==> src/hw/cache_pkg.sv <==
/*
 * cache geometry localparams
 * address, line, byte enable and tag types
 * per-way state and pseudo-LRU types
 * wishbone request and response structs
 * datapath mux select enums
 */
package cache_pkg;

    localparam int OFFSET_W = 5;
    localparam int INDEX_W  = 3;
    localparam int TAG_W    = 32 - OFFSET_W - INDEX_W;
    localparam int NUM_WAYS = 4;
    localparam int NUM_SETS = 1 << INDEX_W;

    typedef logic [31:0]                     addr_t;
    typedef logic [8*(1 << OFFSET_W)-1:0]    line_t;
    typedef logic [(1 << OFFSET_W)-1:0]      be_t;
    typedef logic [TAG_W-1:0]                tag_t;
    typedef logic [2:0]                      plru_t;
    typedef logic [1:0]                      way_idx_t;

    typedef struct packed {
        logic valid;
        logic dirty;
    } way_state_t;

    // one whole line per wishbone classic transfer
    typedef struct packed {
        logic  cyc;
        logic  stb;
        logic  we;
        be_t   sel;
        addr_t adr;
        line_t dat;
    } wb_req_t;

    typedef struct packed {
        logic  ack;
        line_t dat;
    } wb_rsp_t;

    // data array write source
    typedef enum logic {
        DIN_CPU,
        DIN_MEM
    } din_sel_t;

    // memory address source
    typedef enum logic {
        MADDR_REQ,
        MADDR_VICTIM
    } maddr_sel_t;

endpackage

==> src/hw/cache_control.sv <==
/*
 * cache controller FSM
 * lookup, respond, write-back and fill sequencing
 * array write strobes, mux selects and LRU update
 */
`timescale 1ns/1ns

module cache_control
    import cache_pkg::*;
(
    input  logic                      clk,
    input  logic                      arst_n_i,
    input  wb_req_t                   cpu_req_i,
    output logic                      cpu_ack_o,
    input  logic                      mem_ack_i,
    output logic                      mem_cyc_o,
    output logic                      mem_stb_o,
    output logic                      mem_we_o,
    input  logic [NUM_WAYS-1:0]       hit_i,
    input  way_state_t [NUM_WAYS-1:0] state_i,
    input  way_idx_t                  victim_i,
    output logic [NUM_WAYS-1:0]       way_we_o,
    output logic [NUM_WAYS-1:0]       state_we_o,
    output way_state_t                state_o,
    output din_sel_t                  din_sel_o,
    output maddr_sel_t                maddr_sel_o,
    output way_idx_t                  victim_o,
    output logic                      lru_hit_o,
    output way_idx_t                  lru_way_o
);

    typedef enum logic [2:0] {
        S_IDLE,
        S_LOOKUP,
        S_RESPOND,
        S_WRITEBACK,
        S_FILL
    } fsm_t;

    fsm_t                fsm_q;
    fsm_t                fsm_d;
    way_idx_t            victim_q;
    way_idx_t            hit_way;
    logic                victim_dirty;
    logic [NUM_WAYS-1:0] victim_onehot;

    always_comb begin
        hit_way = '0;
        for (int w = 0; w < NUM_WAYS; w++) begin
            if (hit_i[w]) begin
                hit_way = way_idx_t'(w);
            end
        end
    end

    assign victim_dirty  = state_i[victim_i].valid && state_i[victim_i].dirty;
    assign victim_onehot = {{(NUM_WAYS-1){1'b0}}, 1'b1} << victim_q;
    assign victim_o      = victim_q;
    assign lru_way_o     = hit_way;

    always_ff @(posedge clk or negedge arst_n_i) begin
        if (!arst_n_i) begin
            fsm_q    <= S_IDLE;
            victim_q <= '0;
        end else begin
            fsm_q <= fsm_d;
            // victim held through write-back and fill
            if (fsm_q == S_LOOKUP) begin
                victim_q <= victim_i;
            end
        end
    end

    always_comb begin
        fsm_d       = fsm_q;
        cpu_ack_o   = 1'b0;
        mem_cyc_o   = 1'b0;
        mem_stb_o   = 1'b0;
        mem_we_o    = 1'b0;
        way_we_o    = '0;
        state_we_o  = '0;
        state_o     = '0;
        din_sel_o   = DIN_CPU;
        maddr_sel_o = MADDR_REQ;
        lru_hit_o   = 1'b0;

        unique case (fsm_q)
            S_IDLE: begin
                if (cpu_req_i.cyc && cpu_req_i.stb) begin
                    fsm_d = S_LOOKUP;
                end
            end
            S_LOOKUP: begin
                if (|hit_i) begin
                    lru_hit_o = 1'b1;
                    if (cpu_req_i.we) begin
                        way_we_o   = hit_i;
                        state_we_o = hit_i;
                        state_o    = '{valid: 1'b1, dirty: 1'b1};
                    end
                    fsm_d = S_RESPOND;
                end else if (victim_dirty) begin
                    fsm_d = S_WRITEBACK;
                end else begin
                    fsm_d = S_FILL;
                end
            end
            S_RESPOND: begin
                cpu_ack_o = 1'b1;
                fsm_d     = S_IDLE;
            end
            S_WRITEBACK: begin
                mem_cyc_o   = 1'b1;
                mem_stb_o   = 1'b1;
                mem_we_o    = 1'b1;
                maddr_sel_o = MADDR_VICTIM;
                if (mem_ack_i) begin
                    fsm_d = S_FILL;
                end
            end
            S_FILL: begin
                mem_cyc_o = 1'b1;
                mem_stb_o = 1'b1;
                if (mem_ack_i) begin
                    way_we_o   = victim_onehot;
                    state_we_o = victim_onehot;
                    state_o    = '{valid: 1'b1, dirty: 1'b0};
                    din_sel_o  = DIN_MEM;
                    // the second lookup hits and finishes the access through the hit path
                    fsm_d      = S_LOOKUP;
                end
            end
            default: fsm_d = S_IDLE;
        endcase
    end

endmodule

==> config.mk <==
export PLATFORM = sky130hd
export DESIGN_NAME = cache_control
export DESIGN_NICKNAME = d
export VERILOG_FILES = /design/src/hw/cache_pkg.sv /design/src/hw/cache_control.sv
export SDC_FILE = /design/constraint.sdc
export NUM_CORES = 1
export LEC_CHECK = 0
export BUFFER_PORTS_ARGS = -buffer_cell sky130_fd_sc_hd__clkbuf_2
export CAP_MARGIN = 0
export CORE_AREA = 2 2 141 143
export DETAILED_ROUTE_END_ITERATION = 6
export DIE_AREA = 0 0 143 145
export PLACE_DENSITY = 0.32
export REMOVE_ABC_BUFFERS = 1
export SLEW_MARGIN = 20
export SYNTH_ARGS = -nofsm -noshare
export SYNTH_HDL_FRONTEND = slang
export SYNTH_SLANG_ARGS = --single-unit
==> constraint.sdc <==
create_clock -name clk -period 3.3 [get_ports clk]
set_input_delay 0.33 -clock clk [delete_from_list [all_inputs] [get_ports clk]]
set_output_delay 0.33 -clock clk [all_outputs]
set_load 0.005 [all_outputs]
==> results of run 1 <==
-- worst max-delay path: stages (launching register included) --
cell,delay [ns]
dfrtp_1,0.46
nand4bb_1,0.31
inv_1,0.17
nand2_1,0.06
o21ai_0,0.19
clkbuf_2,0.15
-- where the power goes --
part	internal [uW]	total, uW	switching (uW)
Sequential	89.9	144	53.9
Clock	160	202	41.4
Combinational	135	257	121
Total	386	602	217
-- state kept, by name (all words and copies together), names as in the netlist --
signal and cells:
victim_o 2, fsm_q 3
-- cell families (layout without fill, tap and decap cells) --
logic type             count (synthesis)  in the layout  synth area share
and+or+nand+nor                       29             29             0.385
AOI/OAI and AO/OA                     12             12             0.194
buffers and inverters                  9             47             0.116
DFF                                    5              5             0.258
muxes                                  2              2            0.0465
-- area by class of cell --
type,instances,area (sq um)
Inverter,2,7.51
Clock buffer,4,78.8
Timing Repair Buffer,41,210
Multi-Input combinational cell,43,303
Sequential cell,5,125
Tap cell,265,332
Fill cell,2260,18200
-- final timing paths --
| kind | from | endpoint | slack (ns) | cells past startpoint |
|---|---|---|---|---|
| setup / recovery | fsm_q[1]$_DFFE_PN0P_ | state_we_o[2] | 1.40 | 5 |
| hold / removal | victim_i[0] | victim_o[0]$_DFFE_PN0P_ | 0.43 | 2 |
| setup reg to reg | fsm_q[2]$_DFFE_PN0P_ | victim_o[1]$_DFFE_PN0P_ | 1.92 | 3 |
| hold reg to reg | victim_o[0]$_DFFE_PN0P_ | victim_o[0]$_DFFE_PN0P_ | 0.66 | 1 |
| max in group asynchronous | arst_n_i | victim_o[0]$_DFFE_PN0P_ | 2.69 | 2 |
| min in group asynchronous | arst_n_i | fsm_q[0]$_DFFE_PN0P_ | 0.48 | 2 |
-- cells in the mapped netlist, drive strengths merged --
cell	instances	area, sq um
mux2	2	22.5
nand4bb	2	22.5
nor3b	1	7.51
o211ai	1	7.51
o22ai	1	6.26
or4	1	11.3
nor2	3	11.3
buf	6	45.0
nor4	1	6.26
nor3	1	5.00
dfrtp	5	125
and4bb	1	12.5
a22o	1	8.76
nand2	6	22.5
a21o	2	15.0
nand4b	2	17.5
nand4	2	12.5
a2bb2oi	1	8.76
nor2b	2	12.5
clkbuf	1	3.75
o31ai	1	7.51
inv	2	7.51
nand3	1	5.00
o311a	1	10.0
a32o	2	20.0
and2	2	15.0
o21ai	2	10.0
or2	2	12.5
nand2b	2	12.5
-- repair_timing --
| item | in CTS | in global routing |
|---|---|---|
| hold buffers | 1 | 0 |
| setup endpoints to repair | 0 | 0 |
| hold endpoints to repair | 5 | 0 |
-- stage by stage --
| step | setup WS [ns] | std cells |
|---|---|---|
| finish | 1.40 | 360 |
| global route | 1.19 | 360 |
| CTS | 1.37 | 360 |
| detailed placement | 1.45 | 355 |
| global placement | 1.47 | 355 |
| floorplan | 1.74 | 50 |
-- layer usage --
metal | vias to the layer above | global-route usage | part of all wire
li1 | 286 | - | -
met1 | 270 | 0.0285 | 0.46
met2 | 24 | 0.0359 | 0.45
met3 | 5 | 0.0102 | 0.069
met4 | 0 | 0.0119 | 0.019
met5 | - | 0 | 0
==> summary.txt, run 1 <==
Outcome - finished clean
Largest net degree at the start of global routing - 12
Data required time of the critical path - 2.97 ns
Final worst-path cycle share - 0.575
Core footprint - 19200 sq um
Slew headroom - 0.545
Worst Skew - 0.00100 ns
DR iter-0 viols - 4
Sequential element share of the synthesized area - 0.258
Critical path arrival - 1.57 ns
Initial Util - 0.0252
Vias per Instance - 1.63
Die area - 20700 sq um
Fin. max-slew vios - 0
Synth unique cells - 31
CTS max path bufs - 2
Design area - 1060 sq um
Placed Area - 967 sq um
Max Freq - 0.527 GHz
Crit path kind - reg -> out
CTS Root Cell - clkbuf_16
Power per cell area - 570 nW/um^2
P_leak - 0.000394 uW
# port buffers - 40
Post-layout util - 0.0550
Crit-path max FO - 11
Final TNS setup - 0 ns
Post_cts resized - 0
CP Capture Type - output pin
Syn-to-layout area delta - 118%
H-Tree Depth - 1
Placer Congestion - 0.666
Vias in the first global route - 591
Antenna violations before repair - 0
Final Critical Period - 1.90 ns
First-pass GRT wire length - 3450 um
First-pass DRT Iterations - 2
Final wirelength - 2270 um
Synthesized area per cell - 8.49 sq um
Synth warn - 0
Postcts setup bufs - 0
HP Class - in -> reg
Mapped Cells - 57
Min Hold Slack - 0.430 ns
Vias - 585
Layout net count - 436
Worst-Skew Late Latency - 0.23 ns
Clk sinks - 5
Max-cap viol count - 0
Slew @ Worst Pin - 0.676 ns
Clk slew on worst S/H paths - 0.03 ns
Unrepaired setup endpoints after global routing - false
Cell area after synthesis - 484 sq um
Die height - 145 um
Grt ovf - 0
Final hold vios - 0
Overall power - 602 uW
Most frequent cells in the layout - 40 x clkbuf_2, 6 x nand2_1, 5 x dfrtp_1, 3 x nor2_1, 3 x clkbuf_16
Layout cells sized above 1 - 0.516
DRC errors left - 0
Wirelength per Cell - 6.29 um
Ant. Diodes - 0
Most common cell after layout, fill and taps aside - clkbuf_2
Worst setup SP type - flip-flop
CTS tree - built
Die W - 143 um
Gr usage total - 0.0237
Setup-failing EPs final - 0
Cts bufs inserted - 3
Yosys reg bits - 5
DP HPWL - 2050 um
Worst VDD drop - 0.000150 V
FP Rows - 51
ANT nets after route - 0
I/O pin count - 361
(Power assumes the default switching activity.)
==> run 2: changes to the inputs <==
--- a/config.mk
+++ b/config.mk
@@ -10,7 +10,7 @@
 export CORE_AREA = 2 2 141 143
 export DETAILED_ROUTE_END_ITERATION = 6
 export DIE_AREA = 0 0 143 145
-export PLACE_DENSITY = 0.32
+export PLACE_DENSITY = 0.33
 export REMOVE_ABC_BUFFERS = 1
 export SLEW_MARGIN = 20
 export SYNTH_ARGS = -nofsm -noshare
==> constraint.sdc (replaced) <==
create_clock -name clk -period 1.7 [get_ports clk]
set_input_delay 0.17 -clock clk [delete_from_list [all_inputs] [get_ports clk]]
set_output_delay 0.17 -clock clk [all_outputs]
set_load 0.005 [all_outputs]
==> summary.txt, run 2 (synthesized netlist as in run 1, its figures left out) <==
Slowest cell on crit path - dfrtp_1
Buf+Inv Stages, Crit Path - 2
Final Critical Period - 1.66 ns
HP Class - in -> reg
Hold Startpoint - victim_i[1]
Core footprint - 19200 sq um
Logic pwr share - 0.480
Final wirelength - 2290 um
WHS Path Cells - 2
Worst VDD drop - 0.000307 V
Fin. max-slew vios - 0
Ant. Diodes - 0
Largest register FFs - 3
DP Cell Count - 359
Largest net degree at the start of global routing - 10
Clk sinks - 5
Switch Pwr - 439 uW
Worst Skew - 0.00204 ns
Placed Area - 997 sq um
Critical Path, Cell by Cell - buf_4 > and4bb_2 > and2_4 > or2_1 > clkbuf_2
Final Non-Filler Cells - 364
Data required time of the critical path - 1.53 ns
Most frequent cells in the layout - 40 x clkbuf_2, 6 x nand2_1, 4 x dfrtp_1, 4 x buf_4
First-pass GRT wire length - 3440 um
CP top delay family - simple AND/OR/NAND/NOR gates
FP Rows - 51
Grt ovf - 0
Die W - 143 um
Crit-path max cell delay - 0.37 ns
Die area - 20700 sq um
Syn-to-layout area delta - 128%
Slew headroom - 0.735
Cts bufs inserted - 3
CP Capture Type - output pin
WHS Endpoint - victim_o[1]$_DFFE_PN0P_
First-pass DRT Iterations - 4
Max-cap viol count - 0
H-Tree Depth - 1
ANT nets after route - 0
Critical path arrival - 1.49 ns
CTS max path bufs - 2
Antenna violations before repair - 0
Crit path kind - reg -> out
Slew @ Worst Pin - 0.394 ns
# port buffers - 40
Clock power frac - 0.310
Layout cells sized above 1 - 0.566
Layout net count - 440
R2R cell count - 3
Worst-Skew Late Latency - 0.22 ns
CTS Root Cell - clkbuf_16
Top Usage Layer GRT - met2
Postcts setup bufs - 0
DR iter-0 viols - 29
Flop pwr share - 0.211
Most common cell after layout, fill and taps aside - clkbuf_2
Vias per Instance - 1.61
Placer Congestion - 0.691
I/O pin count - 361
Final worst-path cycle share - 0.975
Most flops, register - fsm_q
Reg2reg setup slack - 0.32 ns
P_leak - 0.000413 uW
Met1 Use GR - 0.0305
Vias in the first global route - 605
Vias - 586
Setup-failing EPs final - 0
Outcome - finished clean
GR Layer Usage met3 - 0.00957
Power per cell area - 1130 nW/um^2
CTS tree - built
Gr usage total - 0.0226
Clk slew on worst S/H paths - 0.03 ns
Max Freq - 0.603 GHz
Internal power - 802 uW
Wirelength per Cell - 6.30 um
R2R Path End - victim_o[0]$_DFFE_PN0P_
Crit-path max FO - 6
Initial Util - 0.0252
Final hold vios - 0
Die height - 145 um
Worst setup SP type - flip-flop
DRC errors left - 0
R2R Path Start - fsm_q[2]$_DFFE_PN0P_
DP HPWL - 2010 um
Design area - 1100 sq um
Switching share of power - 0.354
Grt met2 use - 0.0328
==> run 2: cell types whose count changed in the layout (fill, tap and decap cells not counted), sizes merged <==
cell	before	now
buf	0	4
==> run 2: per-layer routing <==
layer / wire length, um / vias up
met1: 1150 / 265
met4: 16 / 0
met2: 1010 / 22
met3: 121 / 2
li1: - / 297
met5: 0 / -
==> run 2: worst max path at each step <==
stage,startpoint,end,depth (start not counted)
floorplan,fsm_q[1]$_DFFE_PN0P_,state_we_o[2],4
global route,fsm_q[0]$_DFFE_PN0P_,state_o[1],5
CTS,fsm_q[2]$_DFFE_PN0P_,way_we_o[2],5
global placement,hit_i[2],state_o[1],5
detailed placement,hit_i[2],state_o[1],5
finish,fsm_q[0]$_DFFE_PN0P_,state_o[1],5
==> run 2: repair_timing <==
item / 4_1_cts / 5_1_grt
setup endpoints to repair: 0 / 4
hold buffers: 1 / 0
gates resized for setup: 0 / 3
hold endpoints to repair: 5 / 0
==> run 2: through the flow <==
stage,TNS (ns),utilization,hold WS (ns),total power (uW),worst slack [ns]
6_report,0,0.0575,0.246,1240,0.0426
4_1_cts,0,0.0565,0.243,1240,0.00773
3_5_place_dp,0,0.0519,0.00190,846,0.168
2_1_floorplan,0,-,-0.126,529,0.400
3_3_place_gp,0,0.0519,0.00206,850,0.170
5_1_grt,-0.00473,0.0575,0.269,1340,-0.00473
==> run 2: power groups by stage <==
| stage | Sequential [uW] | Combinational [uW] | Clock, uW |
|---|---|---|---|
| after floorplan | 252 | 278 | 0 |
| after global placement | 255 | 595 | 0 |
| after detailed placement | 259 | 588 | 0 |
| after CTS | 257 | 595 | 390 |
| after global routing | 275 | 668 | 402 |
| final | 261 | 596 | 384 |
==> run 2: area by class of cell <==
class,instances,area [sq um]
inverter,2,7.51
fill,2267,18100
timing repair buffer,45,240
clock buffer,4,78.8
sequential,5,126
tap,265,332
multi-input combinational,43,319
