## src/hw/cache_pkg.sv

```systemverilog
/*
 * cache geometry localparams
 * address, line, byte enable and tag types
 * per-way state and pseudo-LRU types
 * wishbone request and response structs
 * datapath mux select enums
 */
package cache_pkg;

    localparam int OFFSET_W = 5;
    localparam int INDEX_W  = 3;
    localparam int TAG_W    = 32 - OFFSET_W - INDEX_W;
    localparam int NUM_WAYS = 4;
    localparam int NUM_SETS = 1 << INDEX_W;

    typedef logic [31:0]                     addr_t;
    typedef logic [8*(1 << OFFSET_W)-1:0]    line_t;
    typedef logic [(1 << OFFSET_W)-1:0]      be_t;
    typedef logic [TAG_W-1:0]                tag_t;
    typedef logic [2:0]                      plru_t;
    typedef logic [1:0]                      way_idx_t;

    typedef struct packed {
        logic valid;
        logic dirty;
    } way_state_t;

    // one whole line per wishbone classic transfer
    typedef struct packed {
        logic  cyc;
        logic  stb;
        logic  we;
        be_t   sel;
        addr_t adr;
        line_t dat;
    } wb_req_t;

    typedef struct packed {
        logic  ack;
        line_t dat;
    } wb_rsp_t;

    // data array write source
    typedef enum logic {
        DIN_CPU,
        DIN_MEM
    } din_sel_t;

    // memory address source
    typedef enum logic {
        MADDR_REQ,
        MADDR_VICTIM
    } maddr_sel_t;

endpackage

```

## src/hw/plru_tree.sv

```systemverilog
/*
 * tree pseudo-LRU for four ways
 * three bits per set, updated on hit
 * victim way follows the tree path
 */
`timescale 1ns/1ns

module plru_tree
    import cache_pkg::*;
(
    input  logic               clk,
    input  logic               arst_n_i,
    input  logic [INDEX_W-1:0] index_i,
    input  logic               hit_i,
    input  way_idx_t           hit_way_i,
    output way_idx_t           victim_o
);

    plru_t bits_rd;
    plru_t bits_wr;

    way_array #(
        .payload_t(plru_t)
    ) i_plru_array (
        .clk      (clk),
        .arst_n_i (arst_n_i),
        .we_i     (hit_i),
        .rindex_i (index_i),
        .windex_i (index_i),
        .wdata_i  (bits_wr),
        .rdata_o  (bits_rd)
    );

    // bit 0 picks the pair, bit 1 inside ways 0/1, bit 2 inside ways 2/3
    // all bits point away from the way just used
    always_comb begin
        bits_wr    = bits_rd;
        bits_wr[0] = ~hit_way_i[1];
        if (hit_way_i[1]) begin
            bits_wr[2] = ~hit_way_i[0];
        end else begin
            bits_wr[1] = ~hit_way_i[0];
        end
    end

    always_comb begin
        if (bits_rd[0]) begin
            victim_o = {1'b1, bits_rd[2]};
        end else begin
            victim_o = {1'b0, bits_rd[1]};
        end
    end

endmodule

```

## src/hw/way_array.sv

```systemverilog
/*
 * per-set storage array
 * one write port, one combinational read port
 * payload chosen by type parameter
 */
`timescale 1ns/1ns

module way_array
    import cache_pkg::*;
#(
    parameter type payload_t = logic
) (
    input  logic               clk,
    input  logic               arst_n_i,
    input  logic               we_i,
    input  logic [INDEX_W-1:0] rindex_i,
    input  logic [INDEX_W-1:0] windex_i,
    input  payload_t           wdata_i,
    output payload_t           rdata_o
);

    payload_t mem_q [NUM_SETS];

    // cleared on reset so valid bits start low
    always_ff @(posedge clk or negedge arst_n_i) begin
        if (!arst_n_i) begin
            for (int i = 0; i < NUM_SETS; i++) begin
                mem_q[i] <= '0;
            end
        end else if (we_i) begin
            mem_q[windex_i] <= wdata_i;
        end
    end

    assign rdata_o = mem_q[rindex_i];

endmodule
```

## config.mk

```make
export PLATFORM = sky130hd
export DESIGN_NAME = plru_tree
export DESIGN_NICKNAME = d
export VERILOG_FILES = /design/src/hw/cache_pkg.sv /design/src/hw/plru_tree.sv /design/src/hw/way_array.sv
export SDC_FILE = /design/constraint.sdc
export NUM_CORES = 1
export LEC_CHECK = 0
export ABC_CLOCK_PERIOD_IN_PS = 2850
export BUFFER_PORTS_ARGS = -buffer_cell sky130_fd_sc_hd__buf_4
export CORE_MARGIN = 2
export CORE_UTILIZATION = 50
export CTS_CLUSTER_DIAMETER = 30
export DETAILED_ROUTE_END_ITERATION = 12
export PLACE_DENSITY = 0.68
export SETUP_SLACK_MARGIN = 0.02
export SYNTH_ARGS = -nofsm -noshare
export SYNTH_HDL_FRONTEND = slang
export SYNTH_SLANG_ARGS = --single-unit
```

## constraint.sdc

```tcl
create_clock -name clk -period 2.85 [get_ports clk]
set_input_delay 0.1425 -clock clk [delete_from_list [all_inputs] [get_ports clk]]
set_output_delay 0.1425 -clock clk [all_outputs]
set_load 0.03 [all_outputs]
```

==> results list, run 1 <==
* Fraction of the mapped netlist area in compound gates: 11.5%
- Number of diodes: 0
- Of all nets on the critical path, the largest fanout is 2.
* Area occupied by multi-input gates: 634 µm²
- Static power due to leakage: 0.619 nW
- In the layout the commonest cells are sky130_fd_sc_hd__mux2i_1, sky130_fd_sc_hd__dfrtp_1, sky130_fd_sc_hd__nand2_1, sky130_fd_sc_hd__o21ai_0, sky130_fd_sc_hd__buf_4.
- Initial Util: 52.6%
- For this run the aggregate overflow at the end of global routing stands at 0.
- Total Routed Length: 2630 µm
- Initial antenna violation count: 0
- Via count: 883
- Of the total synthesized cell area, the portion taken by AND, OR, NAND and NOR gates is 10.2%.
- Layout cells sized above 1: 16.5%
- Area growth from synthesis to layout: 7.97%
- Num CTS Buffers: 3
- Commonest non-fill, non-tap cell in the layout: sky130_fd_sc_hd__mux2i_1
* Met1 Track Usage GR: 26.6%
- Status: complete, no violations
- Remaining design rule violation count: 0
- Of the synthesized area, sequential elements account for 46.1%.
- The worst hold path belongs to the class input pin to flip-flop.
- The register with the most flip-flops in the layout has 24 of them.
- Worst max-slew margin expressed relative to the limit: 34.6%
- A synthesized cell averages 11.7 µm².
* Max Clock Skew: 0.00567 ns
- Crit path launch type: flip-flop
- Post-route fraction of the period consumed by the critical path: 69.8%
- For this design, the sink count on the clock tree is 24.
* Clock-pin slew of the registers on the worst-case setup and hold paths: 0.14 ns
* Sequential standard cell area: 601 µm²
* Xor and xnor fraction of the mapped netlist area: 0%
- Main combinational cell family by area after synthesis: multiplexers
* Routability congestion estimate from global placement: 0.728
- In this run the core area contains 18 standard-cell rows.
* Synthesis Warnings: 0
- In this run the clock root is driven by a sky130_fd_sc_hd__clkbuf_4.
- Total I/O pin count: 10
* Post-CTS setup buffer count: 0
* Worst R2R Setup Slack: 1.42 ns
- Summed over all nets, the half-perimeter wirelength after detailed placement is 1850 µm.
* # port buffers: 9
* Post-synthesis instance area: 1300 µm²
- Across the VDD grid, the largest voltage drop is 0.410 mV.
- Leading registers by flop count: i_plru_array.mem_q x24
- The number of global-route vias before repair was 863.
- Area of the die: 3030 µm²
* Mux share of post-synthesis cell area: 27.0%
- Data arrival time of the worst path: 1.85 ns
- Actual slew at the worst max-slew pin: 0.968 ns
- The first global-routing pass estimated 4230 µm of wire.
- Before antenna repair, the detailed router went through 4 iterations.
- TritonCTS clock tree: done
* Global Route met3 Usage: 2.42%
* Post-Synthesis Cells: 111
- Vias per cell: 6.09
- In this run the vertical extent of the chip is 55.0 µm.
* Setup tns final: 0 ns
* Worst EP required: 2.71 ns
* Slew Viols, Final: 0
* Kind of critical path: flip-flop to output port
* Maximum number of pins on one net before global-route repair: 25
- After synthesis the netlist holds a flip-flop and latch count of 24.
* Number of nets produced by synthesis: 119
* All-layer global routing usage: 19.7%
- Most crowded layer after global routing: met2
* Initial drt markers: 16
* Final ANT Viol Nets: 0
- Final count of hold timing violations: 0
- Count of different cell masters after synthesis: 20
- Clock latency of the later-clocked register in the worst-skew pair: 0.32 ns
- Setup repair after global routing missed its margin: false
- Critical path endpoint category: output port
* Number of levels in the clock H-tree: 1
- Standard cell core area: 2480 µm²
* GR Layer Usage met2: 33.7%
* Power per Cell Area: 714 nW/µm²
- Routed wirelength normalized by instance count: 18.2 µm
- Finish-stage setup viols: 0
* Final Power: 0.00100 W
* Post-CTS sizing: 0
- Highest Clock Rate: 0.503 GHz
- Adder and majority cell fraction of the synthesized area: 0%
- Across the run, the number of max-cap violations was 0.
* Net count, final: 124
- Shortest period the worst path allows: 1.99 ns
- Maximum clock path buffer count: 2
* Register name with the most flops: i_plru_array.mem_q
* Fillers: 222
* Chip Width: 55.0 µm
==> cell usage after synthesis <==
master                     number  area, µm²
sky130_fd_sc_hd__mux4_2         4       90.1
sky130_fd_sc_hd__nor2b_1        1       6.26
sky130_fd_sc_hd__nor2_1         1       3.75
sky130_fd_sc_hd__nand4b_1       3       26.3
sky130_fd_sc_hd__o21ai_0       12       60.1
sky130_fd_sc_hd__nor4bb_1       3       30.0
sky130_fd_sc_hd__buf_12         1       20.0
sky130_fd_sc_hd__clkbuf_1       5       18.8
sky130_fd_sc_hd__buf_2          2       10.0
sky130_fd_sc_hd__mux2i_1       25        250
sky130_fd_sc_hd__mux2_2         1       11.3
sky130_fd_sc_hd__inv_1          1       3.75
sky130_fd_sc_hd__dfrtp_1       24        601
sky130_fd_sc_hd__nand4_1        1       6.26
sky130_fd_sc_hd__nand2_1       12       45.0
sky130_fd_sc_hd__o21a_1         4       30.0
sky130_fd_sc_hd__buf_1          1       3.75
sky130_fd_sc_hd__nor4b_2        1       15.0
sky130_fd_sc_hd__buf_6          1       11.3
sky130_fd_sc_hd__o31ai_1        8       60.1
==> stage by stage <==
stage | cells | utilization, % | setup WS [ns] | instance area [µm²] | hold WS [ns]
3_3_place_gp | 140 | 54.2 | 1.18 | 1340 | 0.0530
2_1_floorplan | 111 | - | 0.994 | 1300 | -0.153
5_1_grt | 145 | 56.8 | 0.791 | 1410 | 0.147
6_report | 145 | 56.8 | 0.860 | 1410 | 0.127
4_1_cts | 145 | 56.8 | 0.857 | 1410 | 0.123
3_5_place_dp | 140 | 54.2 | 1.15 | 1340 | 0.0557
==> area by class of cell <==
type | instances | share of cell area, %
flip-flops and latches | 24 | 42.7
inverters | 1 | 0.267
multi-input cells | 76 | 45.1
clock buffers | 3 | 1.60
clock inverters | 1 | 2.14
repair buffers | 10 | 5.52
well taps | 30 | 2.67
==> report_power, final <==
group          leakage, nW  internal [W]  switching [W]
logic                0.295      0.000127       0.000147
clock network       0.0279      0.000142       0.000105
registers            0.296      0.000431      0.0000521
total                0.619      0.000701       0.000304
==> cells by family (layout without fill, tap and decap cells) <==
group	after synthesis	count (layout)
multiplexers	30	30
AO/OA/AOI/OAI	24	24
flip-flops	24	24
AND/OR/NAND/NOR	22	22
buffers and inverters	11	15
==> metal layers <==
layer,vias to the layer above,wire length [µm]
met3,2,65
met2,12,1310
met5,-,0
met4,0,19
li1,421,-
met1,448,1230
==> worst max-delay path, stage by stage (launching register included) <==
cell                      delay [ns]
sky130_fd_sc_hd__dfrtp_1        0.41
sky130_fd_sc_hd__mux4_2         0.47
sky130_fd_sc_hd__mux2_2         0.30
sky130_fd_sc_hd__mux2i_1        0.16
sky130_fd_sc_hd__buf_4          0.18
==> final timing paths <==
path	from	to	depth (start not counted)
setup reg to reg	i_plru_array.mem_q[1]$_DFFE_PN0P_	i_plru_array.mem_q[13]$_DFFE_PN0P_	3
min in group asynchronous	arst_n_i	i_plru_array.mem_q[21]$_DFFE_PN0P_	2
hold reg to reg	i_plru_array.mem_q[12]$_DFFE_PN0P_	i_plru_array.mem_q[12]$_DFFE_PN0P_	2
max in group asynchronous	arst_n_i	i_plru_array.mem_q[8]$_DFFE_PN0P_	2
setup / recovery	i_plru_array.mem_q[0]$_DFFE_PN0P_	victim_o[0]	4
hold / removal	hit_way_i[1]	i_plru_array.mem_q[5]$_DFFE_PN0P_	2
==> timing repair <==
| action | 4_1_cts | 5_1_grt |
|---|---|---|
| setup endpoints to repair | 0 | 0 |
| endpoints found under the hold margin | 24 | 0 |
| hold buffers | 1 | 0 |
Note: power is estimated with default switching activity, not from simulation.
==> run 2: changes to the inputs <==
--- a/config.mk
+++ b/config.mk
@@ -5,13 +5,13 @@
 export SDC_FILE = /design/constraint.sdc
 export NUM_CORES = 1
 export LEC_CHECK = 0
-export ABC_CLOCK_PERIOD_IN_PS = 2850
+export ABC_CLOCK_PERIOD_IN_PS = 1810
 export BUFFER_PORTS_ARGS = -buffer_cell sky130_fd_sc_hd__buf_4
 export CORE_MARGIN = 2
 export CORE_UTILIZATION = 50
 export CTS_CLUSTER_DIAMETER = 30
 export DETAILED_ROUTE_END_ITERATION = 12
-export PLACE_DENSITY = 0.68
+export PLACE_DENSITY = 0.71
 export SETUP_SLACK_MARGIN = 0.02
 export SYNTH_ARGS = -nofsm -noshare
 export SYNTH_HDL_FRONTEND = slang
==> constraint.sdc (replaced) <==
create_clock -name clk -period 1.81 [get_ports clk]
set_input_delay 0.0905 -clock clk [delete_from_list [all_inputs] [get_ports clk]]
set_output_delay 0.0905 -clock clk [all_outputs]
set_load 0.03 [all_outputs]
==> run 2 against run 1 <==
The run now ends with setup timing left. Via count rose by 0.68%. Register-to-register slack got worse by 1.0 ns. Final cell count rose by 3.4%. Clock skew fell by 0.0043 ns. Non-clock buffer count rose by 5. Utilization rose by 2.0 points. First-iteration DRC count fell by 25%. Setup slack got worse by 0.96 ns. Largest cell class unchanged.
==> results list, run 2 (synthesis results as in run 1) <==
* Routed wirelength normalized by instance count: 17.9 µm (-1.5%)
* Worst EP required: 1.72 ns (-0.99 ns)
- Count of TritonRoute iterations in the first routing pass: 4 (unchanged)
- STA classifies the critical path startpoint as a flip-flop.
* Number of diodes: 0 (unchanged)
- Slew Viols, Final: 0 (unchanged)
* Leading registers by flop count: i_plru_array.mem_q x24
- Area of the die: 3030 µm² (unchanged)
- Worst r2r dst: i_plru_array.mem_q[1]$_DFFE_PN0P_
- Area growth from synthesis to layout: 11.7%
- The number of vias per cell after detailed routing came to 5.93 (-2.7%).
- All-layer global routing usage: 21.2% (+1.5 points)
- Max Clock Skew: 0.00135 ns (-0.00433 ns)
- The number of placed instances, taps included is 145 (+3.6%).
* Cell at the root of the clock tree: sky130_fd_sc_hd__clkbuf_4
- Data arrival time of the worst path: 1.82 ns (-0.03 ns)
- FF-to-FF Start: i_plru_array.mem_q[19]$_DFFE_PN0P_
- The number of nets at the end of the flow came to 129 (+4.0%).
- The setup total negative slack is -0.102 ns (-0.102 ns).
- Via count: 889 (+0.68%)
* Setup repair after global routing missed its margin: true
* Remaining design rule violation count: 0 (unchanged)
- The fraction of final layout cells sized beyond drive strength 1 came to 20.8% (+4.3 points).
- The routability congestion estimate was 0.760 (+4.4%).
- The register clock-pin slew on the reported worst setup and hold paths came to 0.14 ns (about the same).
- The count of buffers from port buffering is 9 (unchanged).
* Clock latency of the later-clocked register in the worst-skew pair: 0.32 ns (about the same)
- Derived from the worst setup path, the maximum achievable clock frequency is 0.523 GHz.
- The length in cells of the worst reg-to-reg path came to 3 (unchanged).
- Ranked by flip-flop count, first place goes to i_plru_array.mem_q.
* Number of cell rows: 18 (unchanged)
- For the finished layout, the period the worst path requires is 1.91 ns.
- The number of nets still failing antenna checks after routing came to 0 (unchanged).
* First-pass GRT wire length: 4420 µm (+4.6%)
- Static power due to leakage: 0.649 nW (+5.0%)
* Standard cell core area: 2480 µm² (unchanged)
- The setup slack of the worst register-to-register path was 0.37 ns (-1.05 ns).
- Class of the tightest hold or removal check: input pin to flip-flop
* Total Routed Length: 2680 µm (+1.9%)
* HPWL Detailed: 1860 µm (+0.37%)
* Worst max-slew margin expressed relative to the limit: 62.4% (+28 points)
- In the layout the commonest cells are sky130_fd_sc_hd__mux2i_1, sky130_fd_sc_hd__dfrtp_1, sky130_fd_sc_hd__buf_4.
- In this run the most critical hold path is launched from hit_way_i[1].
* Worst Hold Endpoint: i_plru_array.mem_q[14]$_DFFE_PN0P_
- The flip-flop count of the largest register after layout came to 24 (unchanged).
- Kind of critical path: flip-flop to output port
- The final critical path takes up 106% of the cycle.
* Chip Width: 55.0 µm (unchanged)
* TritonCTS clock tree: done
* Status: finished with violations
- Number of levels in the clock H-tree: 1 (unchanged)
- The clock buffer count from CTS is 3 (unchanged).
* Total I/O pin count: 10 (unchanged)
* Clock Sink Count: 24 (unchanged)
- Finish-stage setup viols: 1 (+1)
- The final reports fail on setup timing.
- Actual slew at the worst max-slew pin: 0.562 ns (-0.406 ns)
* Maximum number of pins on one net before global-route repair: 25 (unchanged)
- Post-layout instance count excluding filler cells: 150 (+3.4%)
* PnR worst setup slack: -0.102 ns (-0.962 ns)
- Via count of the first global-routing pass: 867 (+0.46%)
- Die span in y: 55.0 µm (unchanged)
- The starting density of the core is 52.6% (unchanged).
- Critical path endpoint category: output port
- The total grt overflow came to 0 (unchanged).
- The hold path depth is 2 (unchanged).
- Final count of hold timing violations: 0 (unchanged)
* Power per Cell Area: 1100 nW/µm² (+55%)
* Peak VDD IR: 0.727 mV (+77%)
- Initial antenna violation count: 0 (unchanged)
- Max FO, Critical Path: 2 (unchanged)
* Maximum clock path buffer count: 2 (unchanged)
* Place WS: 0.252 ns (-0.902 ns)
- The iteration-0 DRC count of the detailed router came to 12 (-4).
- The max-capacitance violation count came to 0 (unchanged).
## run 2: routing by layer
metal / part of all wire (%) / routed length [µm] / vias to the layer above / GRT usage [%]
met5: 0 / 0 / - / 0
met2: 49 / 1310 / 10 / 34.1
met3: 2.3 / 62 / 2 / 2.42
met1: 48 / 1300 / 445 / 29.7
met4: 0.56 / 15 / 0 / 7.32
li1: - / - / 432 / -
## run 2: worst max path at each step
stage          cells past startpoint                               start  slack, ns          end
3_3_place_gp                       4   i_plru_array.mem_q[6]$_DFFE_PN0P_       0.28  victim_o[0]
3_5_place_dp                       4  i_plru_array.mem_q[18]$_DFFE_PN0P_       0.25  victim_o[0]
2_1_floorplan                      3   i_plru_array.mem_q[0]$_DFFE_PN0P_       0.12  victim_o[0]
5_1_grt                            4   i_plru_array.mem_q[6]$_DFFE_PN0P_      -0.21  victim_o[0]
6_report                           4  i_plru_array.mem_q[15]$_DFFE_PN0P_      -0.10  victim_o[0]
4_1_cts                            4  i_plru_array.mem_q[15]$_DFFE_PN0P_      -0.11  victim_o[0]
## run 2: critical path, stage by stage (launching register included)
cell	delay [ns]
sky130_fd_sc_hd__dfrtp_1	0.41
sky130_fd_sc_hd__mux4_2	0.44
sky130_fd_sc_hd__mux2_4	0.29
sky130_fd_sc_hd__mux2i_2	0.19
sky130_fd_sc_hd__buf_6	0.16
## run 2: report_power, final
part	total [W]	internal, W	switching [W]	leakage (nW)
Sequential	0.000754	0.000678	0.0000753	0.296
Combinational	0.000456	0.000219	0.000237	0.326
Clock	0.000398	0.000224	0.000174	0.0279
Total	0.00161	0.00112	0.000486	0.649
## run 2: through the flow
stage                     instance area, µm²  power (W)  utilization (%)  hold slack [ns]
after floorplan                         1310    0.00108                -           -0.205
after CTS                               1450    0.00161             58.6           0.0679
after global placement                  1390    0.00118             55.9          0.00316
after global routing                    1460    0.00171             58.7           0.0701
final                                   1460    0.00161             58.7           0.0798
after detailed placement                1390    0.00121             55.9          0.00941
## run 2: area by class of cell
type / count / area, µm²
fill: 203 / 1020
tap: 30 / 37.5
inverter: 1 / 3.75
clock buffer: 3 / 22.5
timing repair buffer: 15 / 119
multi-input combinational: 76 / 642
sequential: 24 / 601
clock inverter: 1 / 30.0
## run 2: what timing repair did
action,in CTS,in global routing
endpoints found under the setup margin,1,2
hold buffers,1,0
cloned,0,0
resized for setup,1,1
setup buffers,0,0
endpoints found under the hold margin,24,0
